### src/common/hdmi_tx_pkg.sv
package hdmi_tx_pkg;

    // 7-bit bus address of the transmitter, 0x72/0x73 on the wire
    localparam logic [6:0] CHIP_ADDR = 7'h39;

    // PLL status register and the position of its lock flag
    localparam logic [7:0] REG_PLL_STATUS = 8'h9E;
    localparam int PLL_LOCK_BIT = 4;

    // number of register writes in the power-up table
    localparam int INIT_LEN = 24;

    // one row of the power-up table
    typedef struct packed {
        logic [7:0] reg_addr;
        logic [7:0] value;
    } init_entry_t;

    // request to the bus master, held stable in the start cycle
    typedef struct packed {
        // 7-bit target address, the r/w bit is added by the master
        logic [6:0] chip_addr;
        logic [7:0] reg_addr;
        // ignored for reads
        logic [7:0] value;
        logic       is_read;
    } i2c_req_t;

    // response from the bus master, valid only with done
    typedef struct packed {
        // byte returned by a read
        logic [7:0] data;
        // some byte of the transaction went unacknowledged
        logic       ack_error;
    } i2c_rsp_t;

    // sequencer states
    // s_issue     first write of a pass, start goes out next cycle
    // s_wait_done a table write is on the bus
    // s_check_pll the PLL status read is on the bus
    // s_idle      configured, watching the interrupt line
    typedef enum logic [1:0] {
        s_issue,
        s_wait_done,
        s_check_pll,
        s_idle
    } seq_state_e;

endpackage
### src/logic/init_rom.sv
`timescale 1ns/1ns

module init_rom
    import hdmi_tx_pkg::*;
#(
    parameter bit ASPECT_16_9 = 1'b0
) (
    input  logic [4:0]  index,
    output init_entry_t entry
);

    // input aspect ratio flag lives in bit 1 of register 0x17
    localparam logic [7:0] ASPECT_BITS = ASPECT_16_9 ? 8'h02 : 8'h00;

    always_comb begin
        case (index)
            // power up all circuits, sync adjust off
            5'd0:  entry = '{reg_addr: 8'h41, value: 8'h10};
            // fixed values required by the chip
            5'd1:  entry = '{reg_addr: 8'h98, value: 8'h03};
            5'd2:  entry = '{reg_addr: 8'h9A, value: 8'hE0};
            5'd3:  entry = '{reg_addr: 8'h9C, value: 8'h30};
            5'd4:  entry = '{reg_addr: 8'h9D, value: 8'h01};
            5'd5:  entry = '{reg_addr: 8'hA2, value: 8'hA4};
            5'd6:  entry = '{reg_addr: 8'hA3, value: 8'hA4};
            5'd7:  entry = '{reg_addr: 8'hE0, value: 8'hD0};
            5'd8:  entry = '{reg_addr: 8'hF9, value: 8'h00};
            // 44.1 kHz audio, 24 bit RGB 4:4:4 with separate syncs
            5'd9:  entry = '{reg_addr: 8'h15, value: 8'h00};
            // 4:4:4 out, 8 bit colour depth
            5'd10: entry = '{reg_addr: 8'h16, value: 8'h30};
            // sync polarity pass through, DE generator off
            5'd11: entry = '{reg_addr: 8'h17, value: 8'h00 | ASPECT_BITS};
            // colour space converter off
            5'd12: entry = '{reg_addr: 8'h18, value: 8'h46};
            // HDMI mode, no HDCP
            5'd13: entry = '{reg_addr: 8'hAF, value: 8'h06};
            // no clock delay, external HDCP EEPROM
            5'd14: entry = '{reg_addr: 8'hBA, value: 8'h60};
            // automatic CTS, I2S audio, 128 fs MCLK
            5'd15: entry = '{reg_addr: 8'h0A, value: 8'h00};
            // audio clock regeneration N = 0x01880
            5'd16: entry = '{reg_addr: 8'h01, value: 8'h00};
            5'd17: entry = '{reg_addr: 8'h02, value: 8'h18};
            5'd18: entry = '{reg_addr: 8'h03, value: 8'h80};
            // no SPDIF, MCLK generated internally
            5'd19: entry = '{reg_addr: 8'h0B, value: 8'h0E};
            // I2S0 only, right justified
            5'd20: entry = '{reg_addr: 8'h0C, value: 8'h05};
            // 16 bit I2S samples
            5'd21: entry = '{reg_addr: 8'h0D, value: 8'h10};
            // enable HPD and monitor sense interrupts
            5'd22: entry = '{reg_addr: 8'h94, value: 8'hC0};
            // write ones to clear any pending interrupt
            5'd23: entry = '{reg_addr: 8'h96, value: 8'hC0};
            // past the end of the table, the sequencer never issues these
            default: entry = '{reg_addr: 8'h41, value: 8'h10};
        endcase
    end

endmodule

### config.mk
export PLATFORM = sky130hd
export DESIGN_NAME = init_rom
export DESIGN_NICKNAME = d
export VERILOG_FILES = /design/src/common/hdmi_tx_pkg.sv /design/src/logic/init_rom.sv
export SDC_FILE = /design/constraint.sdc
export NUM_CORES = 1
export LEC_CHECK = 0
export BUFFER_PORTS_ARGS = -buffer_cell sky130_fd_sc_hd__buf_2
export CAP_MARGIN = 25
export CORE_AREA = 2 2 39 41
export DETAILED_ROUTE_END_ITERATION = 12
export DIE_AREA = 0 0 41 43
export PLACE_DENSITY = 0.73
export SYNTH_ARGS = -nofsm -noshare
export SYNTH_HDL_FRONTEND = slang
export SYNTH_SLANG_ARGS = --single-unit
### constraint.sdc
create_clock -name vclk -period 1.6
set_clock_uncertainty 0.15 [all_clocks]
set_input_delay 0.08 -clock vclk [all_inputs]
set_output_delay 0.08 -clock vclk [all_outputs]
set_load 0.02 [all_outputs]
==> impl_metrics.toml <==
[run_status]
outcome = "complete, no violations"

[routing]
drc_errors = 0
antenna_left = 0
drt_iter0_drc = 21
drtPass1Iterations = 4
drt_wl_total_mm = 1.65
vias_per_cell = 5.60
wire_per_inst_microns = 12.7
num_vias = 728

[min_path]
holdPathStages = 4
worstHoldPathType = "in -> out"
hp-start = "index[3]"

[placed_design]
dp_slack_ns = 0.0929
gp_congestion = 0.809
placedCellCount = 130
portBuffers = 21
hpwl_mm = 1.26

[sta]
max_freq_mhz = 658
post-route-period-util_pct = 95.0
final_hold_viol_count = 0
drv_slew = 0
min_period_ns = 1.52
slew_headroom_pct = 73.9
setup_tns_ns = 0
final-setup-viol-count = 0
tightest_slew_ns = 0.392
postLayoutSetupSlackWorst_ns = 0.0804
rsz0062_at_grt = "false"

[final_layout]
seqCellArea_sq_um = 0
diodes = 0
seq_cells = 0
nets = 129
nClkBuffers = 0
stdcell_count = 130
drive_above_1_share_pct = 31.6
area_growth_pct = 25.9

[yosys]
ys_seq_area_share_pct = 0
syn-num-nets = 104
yosys.area.top_type = "ha_1"
netlist.area_leader.share_pct = 16.8
synth_top_cells_by_count = "a21oi_1 (8), ha_1 (8), nand2_1 (7), nand2b_1 (7)"
ys_types = 34
syn_area_sq_um = 594
syn-instance-count = 91
synth_area_leaders = "ha_1 (17%), nand2b_1 (7.4%), a21oi_1 (6.7%), nor2b_1 (6.3%), nand2_1 (4.4%)"
syn_avg_cell_area_sq_um = 6.53
yosysWarnings = 0

[global_routing]
overflow = 0
grt_pass1_wl_mm = 2.52
grt_antenna_before_repair = 0
grt_max_degree = 27
met2_usage_pct = 33.8
grtUsageMet3_pct = 0
first_global_vias = 599
grtUsageMet1_pct = 26.3
busiest_layer = "met2"
grtUsageTotal_pct = 19.4

[die]
die_height_microns = 43
io_pins = 21
initial_core_util_pct = 42.9
die_x_microns = 41
rows = 14
design.core.area_sq_um = 1380
dieArea_sq_um = 1760

[worst_setup_path]
crit_top_cell = "buf_2"
cpPeakStageDelay_ns = 0.35
endpoint = "entry[13]"
cp_num_cells = 7
critical_path_class = "in -> out"
critPathCaptureType = "primary output"
worst_ep_required_time_ns = 1.37
start_kind = "input pin"
cp_slowest_cell = "mux2_1"
path_delay_family = "multiplexers"
cp.arrival_ns = 1.29
worstSetupStartpoint = "index[1]"
cp_num_buf_inv = 3
crit_fanout = 4
path_cells = "buf_2 > inv_1 > ha_1 > mux2_1 > mux2i_1 > nor2_1 > buf_2"

[power_and_ir_drop]
cellPowerDensity_nw_per_um2 = 318
p_leak_nw = 0.369
vdd_drop_max_v = 0.000115

[clocking]
hold_buffers = 0
postCtsSetupBuffers = 0
ctsResizeCount = 0

[job]
drv_cap = 0
## how the worst min path moves through the flow
stage	end	slack (ns)
6_report	entry[14]	0.51
3_3_place_gp	entry[14]	0.50
3_5_place_dp	entry[14]	0.50
4_1_cts	entry[14]	0.50
2_1_floorplan	entry[6]	0.21
5_1_grt	entry[14]	0.56
## logic make-up after synthesis
group / count (synthesis) / share of synthesized area [%]
AND/OR/NAND/NOR: 33 / 29.5
AO/OA/AOI/OAI: 35 / 37.9
buffers and inverters: 12 / 10.3
adder cells (fa/ha/maj): 8 / 16.8
multiplexers: 3 / 5.47
## stage by stage
step	cell area, sq um	power (mW)	hold slack, ns	util, %
2_1_floorplan	594	0.160	0.207	-
4_1_cts	741	0.234	0.504	53.5
3_5_place_dp	741	0.233	0.503	53.5
5_1_grt	748	0.260	0.558	54.1
3_3_place_gp	741	0.232	0.500	53.5
6_report	748	0.238	0.506	54.1
## cells in the final DEF, fill, tap and decap left out
cell,synthesis,routed
and3_1,1,1
inv_2,2,3
a211oi_1,3,3
nand2_1,7,7
a31oi_1,1,1
nor2b_1,6,6
a22o_1,1,1
a21oi_2,0,1
a21oi_1,8,7
nand2b_1,7,7
o21ai_1,5,5
buf_2,4,21
mux2_2,1,1
a2111oi_1,0,1
a21boi_1,1,1
o221ai_1,1,1
ha_2,0,1
mux2i_1,1,1
a221oi_1,2,2
a221o_1,1,1
mux2_1,1,1
o211ai_1,1,1
ha_1,8,7
o21ai_0,5,5
nand3_1,2,2
a22oi_1,2,2
nor3_1,2,2
o31ai_1,1,1
a21o_1,1,1
inv_1,4,3
o21bai_1,1,1
buf_4,1,8
or2b_4,1,1
and2b_1,1,1
nor2_1,6,6
## metal layers
metal | wire length, microns | up-vias
met1 | 756 | 332
met5 | 0 | -
met4 | 15 | 0
met3 | 62 | 2
li1 | - | 376
met2 | 815 | 18
## power by group
part           leakage [nW]  total [mW]  internal (mW)  switching (mW)
clock                     0           0              0               0
combinational         0.369       0.238         0.0928           0.145
sequential                0           0              0               0
total                 0.369       0.238         0.0928           0.145
## area by class of cell
cell class	instances	area (sq um)
Timing Repair Buffer	29	165
Inverter	6	22.5
Tap cell	16	20.0
Multi-Input combinational cell	79	541
Fill cell	135	636
(Power assumes the default switching activity.)
