`src/common/hdmi_tx_pkg.sv`:
```
package hdmi_tx_pkg;

    // 7-bit bus address of the transmitter, 0x72/0x73 on the wire
    localparam logic [6:0] CHIP_ADDR = 7'h39;

    // PLL status register and the position of its lock flag
    localparam logic [7:0] REG_PLL_STATUS = 8'h9E;
    localparam int PLL_LOCK_BIT = 4;

    // number of register writes in the power-up table
    localparam int INIT_LEN = 24;

    // one row of the power-up table
    typedef struct packed {
        logic [7:0] reg_addr;
        logic [7:0] value;
    } init_entry_t;

    // request to the bus master, held stable in the start cycle
    typedef struct packed {
        // 7-bit target address, the r/w bit is added by the master
        logic [6:0] chip_addr;
        logic [7:0] reg_addr;
        // ignored for reads
        logic [7:0] value;
        logic       is_read;
    } i2c_req_t;

    // response from the bus master, valid only with done
    typedef struct packed {
        // byte returned by a read
        logic [7:0] data;
        // some byte of the transaction went unacknowledged
        logic       ack_error;
    } i2c_rsp_t;

    // sequencer states
    // s_issue     first write of a pass, start goes out next cycle
    // s_wait_done a table write is on the bus
    // s_check_pll the PLL status read is on the bus
    // s_idle      configured, watching the interrupt line
    typedef enum logic [1:0] {
        s_issue,
        s_wait_done,
        s_check_pll,
        s_idle
    } seq_state_e;

endpackage
```
`src/logic/init_sequencer.sv`:
```
`timescale 1ns/1ns

module init_sequencer
    import hdmi_tx_pkg::*;
(
    input  logic        clk,
    input  logic        reset,
    input  logic        hdmi_int,
    input  init_entry_t entry,
    input  logic        busy,
    input  logic        done,
    input  i2c_rsp_t    rsp,
    output logic [4:0]  index,
    output i2c_req_t    req,
    output logic        start,
    output logic        ready,
    output logic [7:0]  pll_errors
);

    localparam i2c_req_t PLL_READ = '{
        chip_addr: CHIP_ADDR,
        reg_addr:  REG_PLL_STATUS,
        value:     8'h00,
        is_read:   1'b1
    };

    seq_state_e state;
    logic       int_meta;
    logic       int_sync;

    function automatic i2c_req_t write_req(init_entry_t e);
        write_req = '{
            chip_addr: CHIP_ADDR,
            reg_addr:  e.reg_addr,
            value:     e.value,
            is_read:   1'b0
        };
    endfunction

    // interrupt is active low and asynchronous to clk
    always_ff @(posedge clk) begin
        if (!reset) begin
            int_meta <= 1'b1;
            int_sync <= 1'b1;
        end else begin
            int_meta <= hdmi_int;
            int_sync <= int_meta;
        end
    end

    // index always points at the entry after the one on the bus,
    // so req still holds the entry to retry after a NACK
    always_ff @(posedge clk) begin
        if (!reset) begin
            state      <= s_issue;
            index      <= '0;
            start      <= 1'b0;
            ready      <= 1'b0;
            pll_errors <= '0;
        end else begin
            start <= 1'b0;
            case (state)
                s_issue: begin
                    if (!busy) begin
                        req   <= write_req(entry);
                        index <= index + 5'd1;
                        start <= 1'b1;
                        state <= s_wait_done;
                    end
                end
                s_wait_done: begin
                    if (done) begin
                        start <= 1'b1;
                        if (!rsp.ack_error) begin
                            if (index == 5'(INIT_LEN)) begin
                                req   <= PLL_READ;
                                state <= s_check_pll;
                            end else begin
                                req   <= write_req(entry);
                                index <= index + 5'd1;
                            end
                        end
                    end
                end
                s_check_pll: begin
                    if (done) begin
                        if (rsp.ack_error) begin
                            start <= 1'b1;
                        end else if (rsp.data[PLL_LOCK_BIT]) begin
                            ready <= 1'b1;
                            state <= s_idle;
                        end else begin
                            // no lock, run the whole table again
                            pll_errors <= pll_errors + 8'd1;
                            index      <= '0;
                            state      <= s_issue;
                        end
                    end
                end
                s_idle: begin
                    if (!int_sync) begin
                        ready <= 1'b0;
                        index <= '0;
                        state <= s_issue;
                    end
                end
                default: state <= s_issue;
            endcase
        end
    end

    // start only goes out once the master has finished the last transaction
    a_start_not_busy: assert property (@(posedge clk) disable iff (!reset)
        start |-> !busy);

    a_ready_idle: assert property (@(posedge clk) disable iff (!reset)
        ready |-> (state == s_idle));

endmodule

```
`config.mk`:
```
export PLATFORM = sky130hd
export DESIGN_NAME = init_sequencer
export DESIGN_NICKNAME = d
export VERILOG_FILES = /design/src/common/hdmi_tx_pkg.sv /design/src/logic/init_sequencer.sv
export SDC_FILE = /design/constraint.sdc
export NUM_CORES = 1
export LEC_CHECK = 0
export BUFFER_PORTS_ARGS = -buffer_cell sky130_fd_sc_hd__buf_2
export CAP_MARGIN = 25
export CORE_UTILIZATION = 25
export CTS_CLUSTER_DIAMETER = 150
export DETAILED_ROUTE_END_ITERATION = 10
export GPL_TIMING_DRIVEN = 1
export SLEW_MARGIN = 20
export SYNTH_ARGS = -nofsm -noshare
export SYNTH_HDL_FRONTEND = slang
export SYNTH_SLANG_ARGS = --single-unit
```
`constraint.sdc`:
```
create_clock -name clk -period 4.75 [get_ports clk]
set_input_delay 0.475 -clock clk [delete_from_list [all_inputs] [get_ports clk]]
set_output_delay 0.475 -clock clk [all_outputs]
set_load 0.005 [all_outputs]
```
==> impl_results.md <==
- Nets: 248
- Clock-pin slew on the worst setup and hold paths: about 0.070 ns
- Mapped Area: about 1700 sq um
- Setup Fix Bufs, Post-CTS: 0
- Post-CTS sizing: 0
- Worst slew margin: 31.8%
- IO Count: 69
- Port bufs: 54
- Detail Route Antenna Nets: 0
- Global-route wire length before repair: 5790 um
- Fraction of registers with async set/reset: 0%
- First-pass DRT Iterations: 5
- Clock sinks: 36
- Critical Path Start Type: register
- Prevailing post-synth register cell: dfxtp_1
- CTS Hold Bufs: 0
- Core box area: 6390 sq um
- Number of synthesized flops with an enable pin: 17
- FF+latch count, synth: 36
- CTS root buf: clkbuf_8
- CTS tree: done
- Clock latency on the worst-skew pair: 0.28 ns
- Distinct cells, synth: 44
- Pin count of the biggest net entering global routing: 21
- CTS max path bufs: 2
- Slew at the pin closest to its max-slew limit: 1.02 ns
- Initial antenna violation count: 0
- WL/cell: 11.7 um
- Iter 0 DRT Violations: 73
- Chip Height: 83.7 um
- Global-route usage over all layers: 10.1%
- Critical Setup Path Class: reg2reg
- Setup TNS: 0 ns
- Dpl hpwl: 2460 um
- Via count: between 1000 and 1500
- Seq/Total Area, Yosys: 53.4%
- Routed wire length: 3430 um
- Cts bufs inserted: 5
- Post-layout util: 32.7%
- PwrDens: between 300 and 400 nW/um^2
- Pins Over Slew Limit: 0
- Period utilization: 46.8%
- Fin crit period: approximately 2.2 ns
- Pleak: about 0.86 nW
- Dpl cell area: around 2000 sq um
- Most frequent cells in the layout: buf_2 (54), dfxtp_1 (19), edfxtp_1 (17), nor2b_1 (13), nor2_1 (10)
- Synthesized instance count: 161
- Worst clock skew: 0.00653 ns
- Critical Path Fanout Max: 17
- Die ar.: between 7000 and 8000 sq um
- IR drop worst, VDD: 0.159 mV
- H-tree levels: 2
- Vias per std cell: 4.53
- Layout area overhead: 25.0%
- Initial core utilization: 26.1%
- Routability Congestion: 0.700
- Power, Total: between 0.6 and 0.7 mW
- # diodes: 0
- Ratio of cells with drive above 1 in the final layout: 32.4%
- Row cnt: 29
- DIE WIDTH: 83.7 um
- RSZ-0062 raised after global routing: no
- Crit. End Element: register
- Most common cell after layout, fill and taps aside: buf_2
- Max-cap violations: 0
- DRC: 0
- Hold Violations, Final: 0
- Req. time, crit path: 4.95 ns
- Final instance area: roughly 2100 sq um
- Hold Path Class: in2reg
- Vias in the first global route: 1184
- Yosys warns: 0
- Status: finished, final reports clean
- Max frequency: between 0.4 and 0.5 GHz
- Gr ovfl total: 0
- Syn_area_per_cell: 10.4 sq um
- Setup violations, final: 0
- WP data arrival: 2.42 ns
-- layer usage --
metal	track usage, %	share of wire, %
met1	13.1	46
met2	15.7	45
met3	4.06	7.9
met4	2.77	0.99
met5	0	0
-- state kept, by name, summed over array words and instances, names as in the netlist --
register,flops
pll_errors,8
index,5
req,17
ready,1
state,2
int_sync,1
start,1
int_meta,1
-- worst max-delay path, cell delays in order, from the launching register on --
cell and delay, ns:
dfxtp_1 0.64, inv_1 0.17, o32ai_1 0.91, o311ai_0 0.30
o31ai_1 0.12
-- synth_stat cells, drive strengths merged, types with 2 or more instances --
master / count / area [sq um]
dfxtp: 19 / 380
edfxtp: 17 / 510
nor2b: 13 / 81.3
nor2: 10 / 37.5
buf: 9 / 68.8
o21ai: 7 / 35.0
a21oi: 6 / 30.0
inv: 6 / 22.5
nand2: 6 / 22.5
or2: 6 / 37.5
clkbuf: 5 / 20.0
nand2b: 5 / 31.3
xnor2: 5 / 43.8
nand3: 4 / 20.0
a31oi: 3 / 18.8
and3: 3 / 18.8
ha: 3 / 37.5
nand4: 3 / 18.8
conb: 2 / 7.51
mux2i: 2 / 20.0
nor3: 2 / 10.0
nor3b: 2 / 15.0
nor4: 2 / 12.5
o211ai: 2 / 15.0
o311ai: 2 / 17.5
o31ai: 2 / 15.0
or4: 2 / 15.0
-- cell families after synthesis --
family / count (synthesis) / share of synthesized area (%)
xor gates and xnor gates: 5 / 2.62
other: 2 / 0.450
buffers and inverters: 20 / 6.67
AOI/OAI and AO/OA: 27 / 10.2
adders and majority gates: 3 / 2.25
DFF: 36 / 53.4
and+or+nand+nor: 66 / 23.2
muxes: 2 / 1.20
-- cell type report --
cell class | count | area, sq um
fill | 674 | 4300
sequential | 36 | 891
multi-input combinational | 110 | 691
timing repair buffer | 56 | 285
clock buffer | 8 | 100
tap | 77 | 96.3
inverter | 6 | 22.5
-- stage by stage --
step           std cells  hold slack (ns)  setup WS, ns
3_5_place_dp         285            0.396          2.59
4_1_cts              293            0.371          2.54
3_3_place_gp         284            0.394          2.54
6_report             293            0.374          2.53
5_1_grt              293            0.380          2.32
2_1_floorplan        166            0.386          2.34
-- report_power, final --
| part | total (mW) | switching [mW] | internal (mW) |
|---|---|---|---|
| registers | 0.348 | 0.00949 | 0.338 |
| logic | 0.0579 | 0.0305 | 0.0274 |
| clock network | 0.238 | 0.106 | 0.132 |
-- path summary, 6_finish.rpt --
path | from | end | slack, ns | depth (start not counted)
max reg2reg | state[0] | index[2] | 2.53 | 4
min reg2reg | int_meta | int_sync | 0.41 | 1
min | hdmi_int | int_meta | 0.37 | 2
max | state[0] | index[2] | 2.53 | 4
Power figures use the tool's default switching activity.
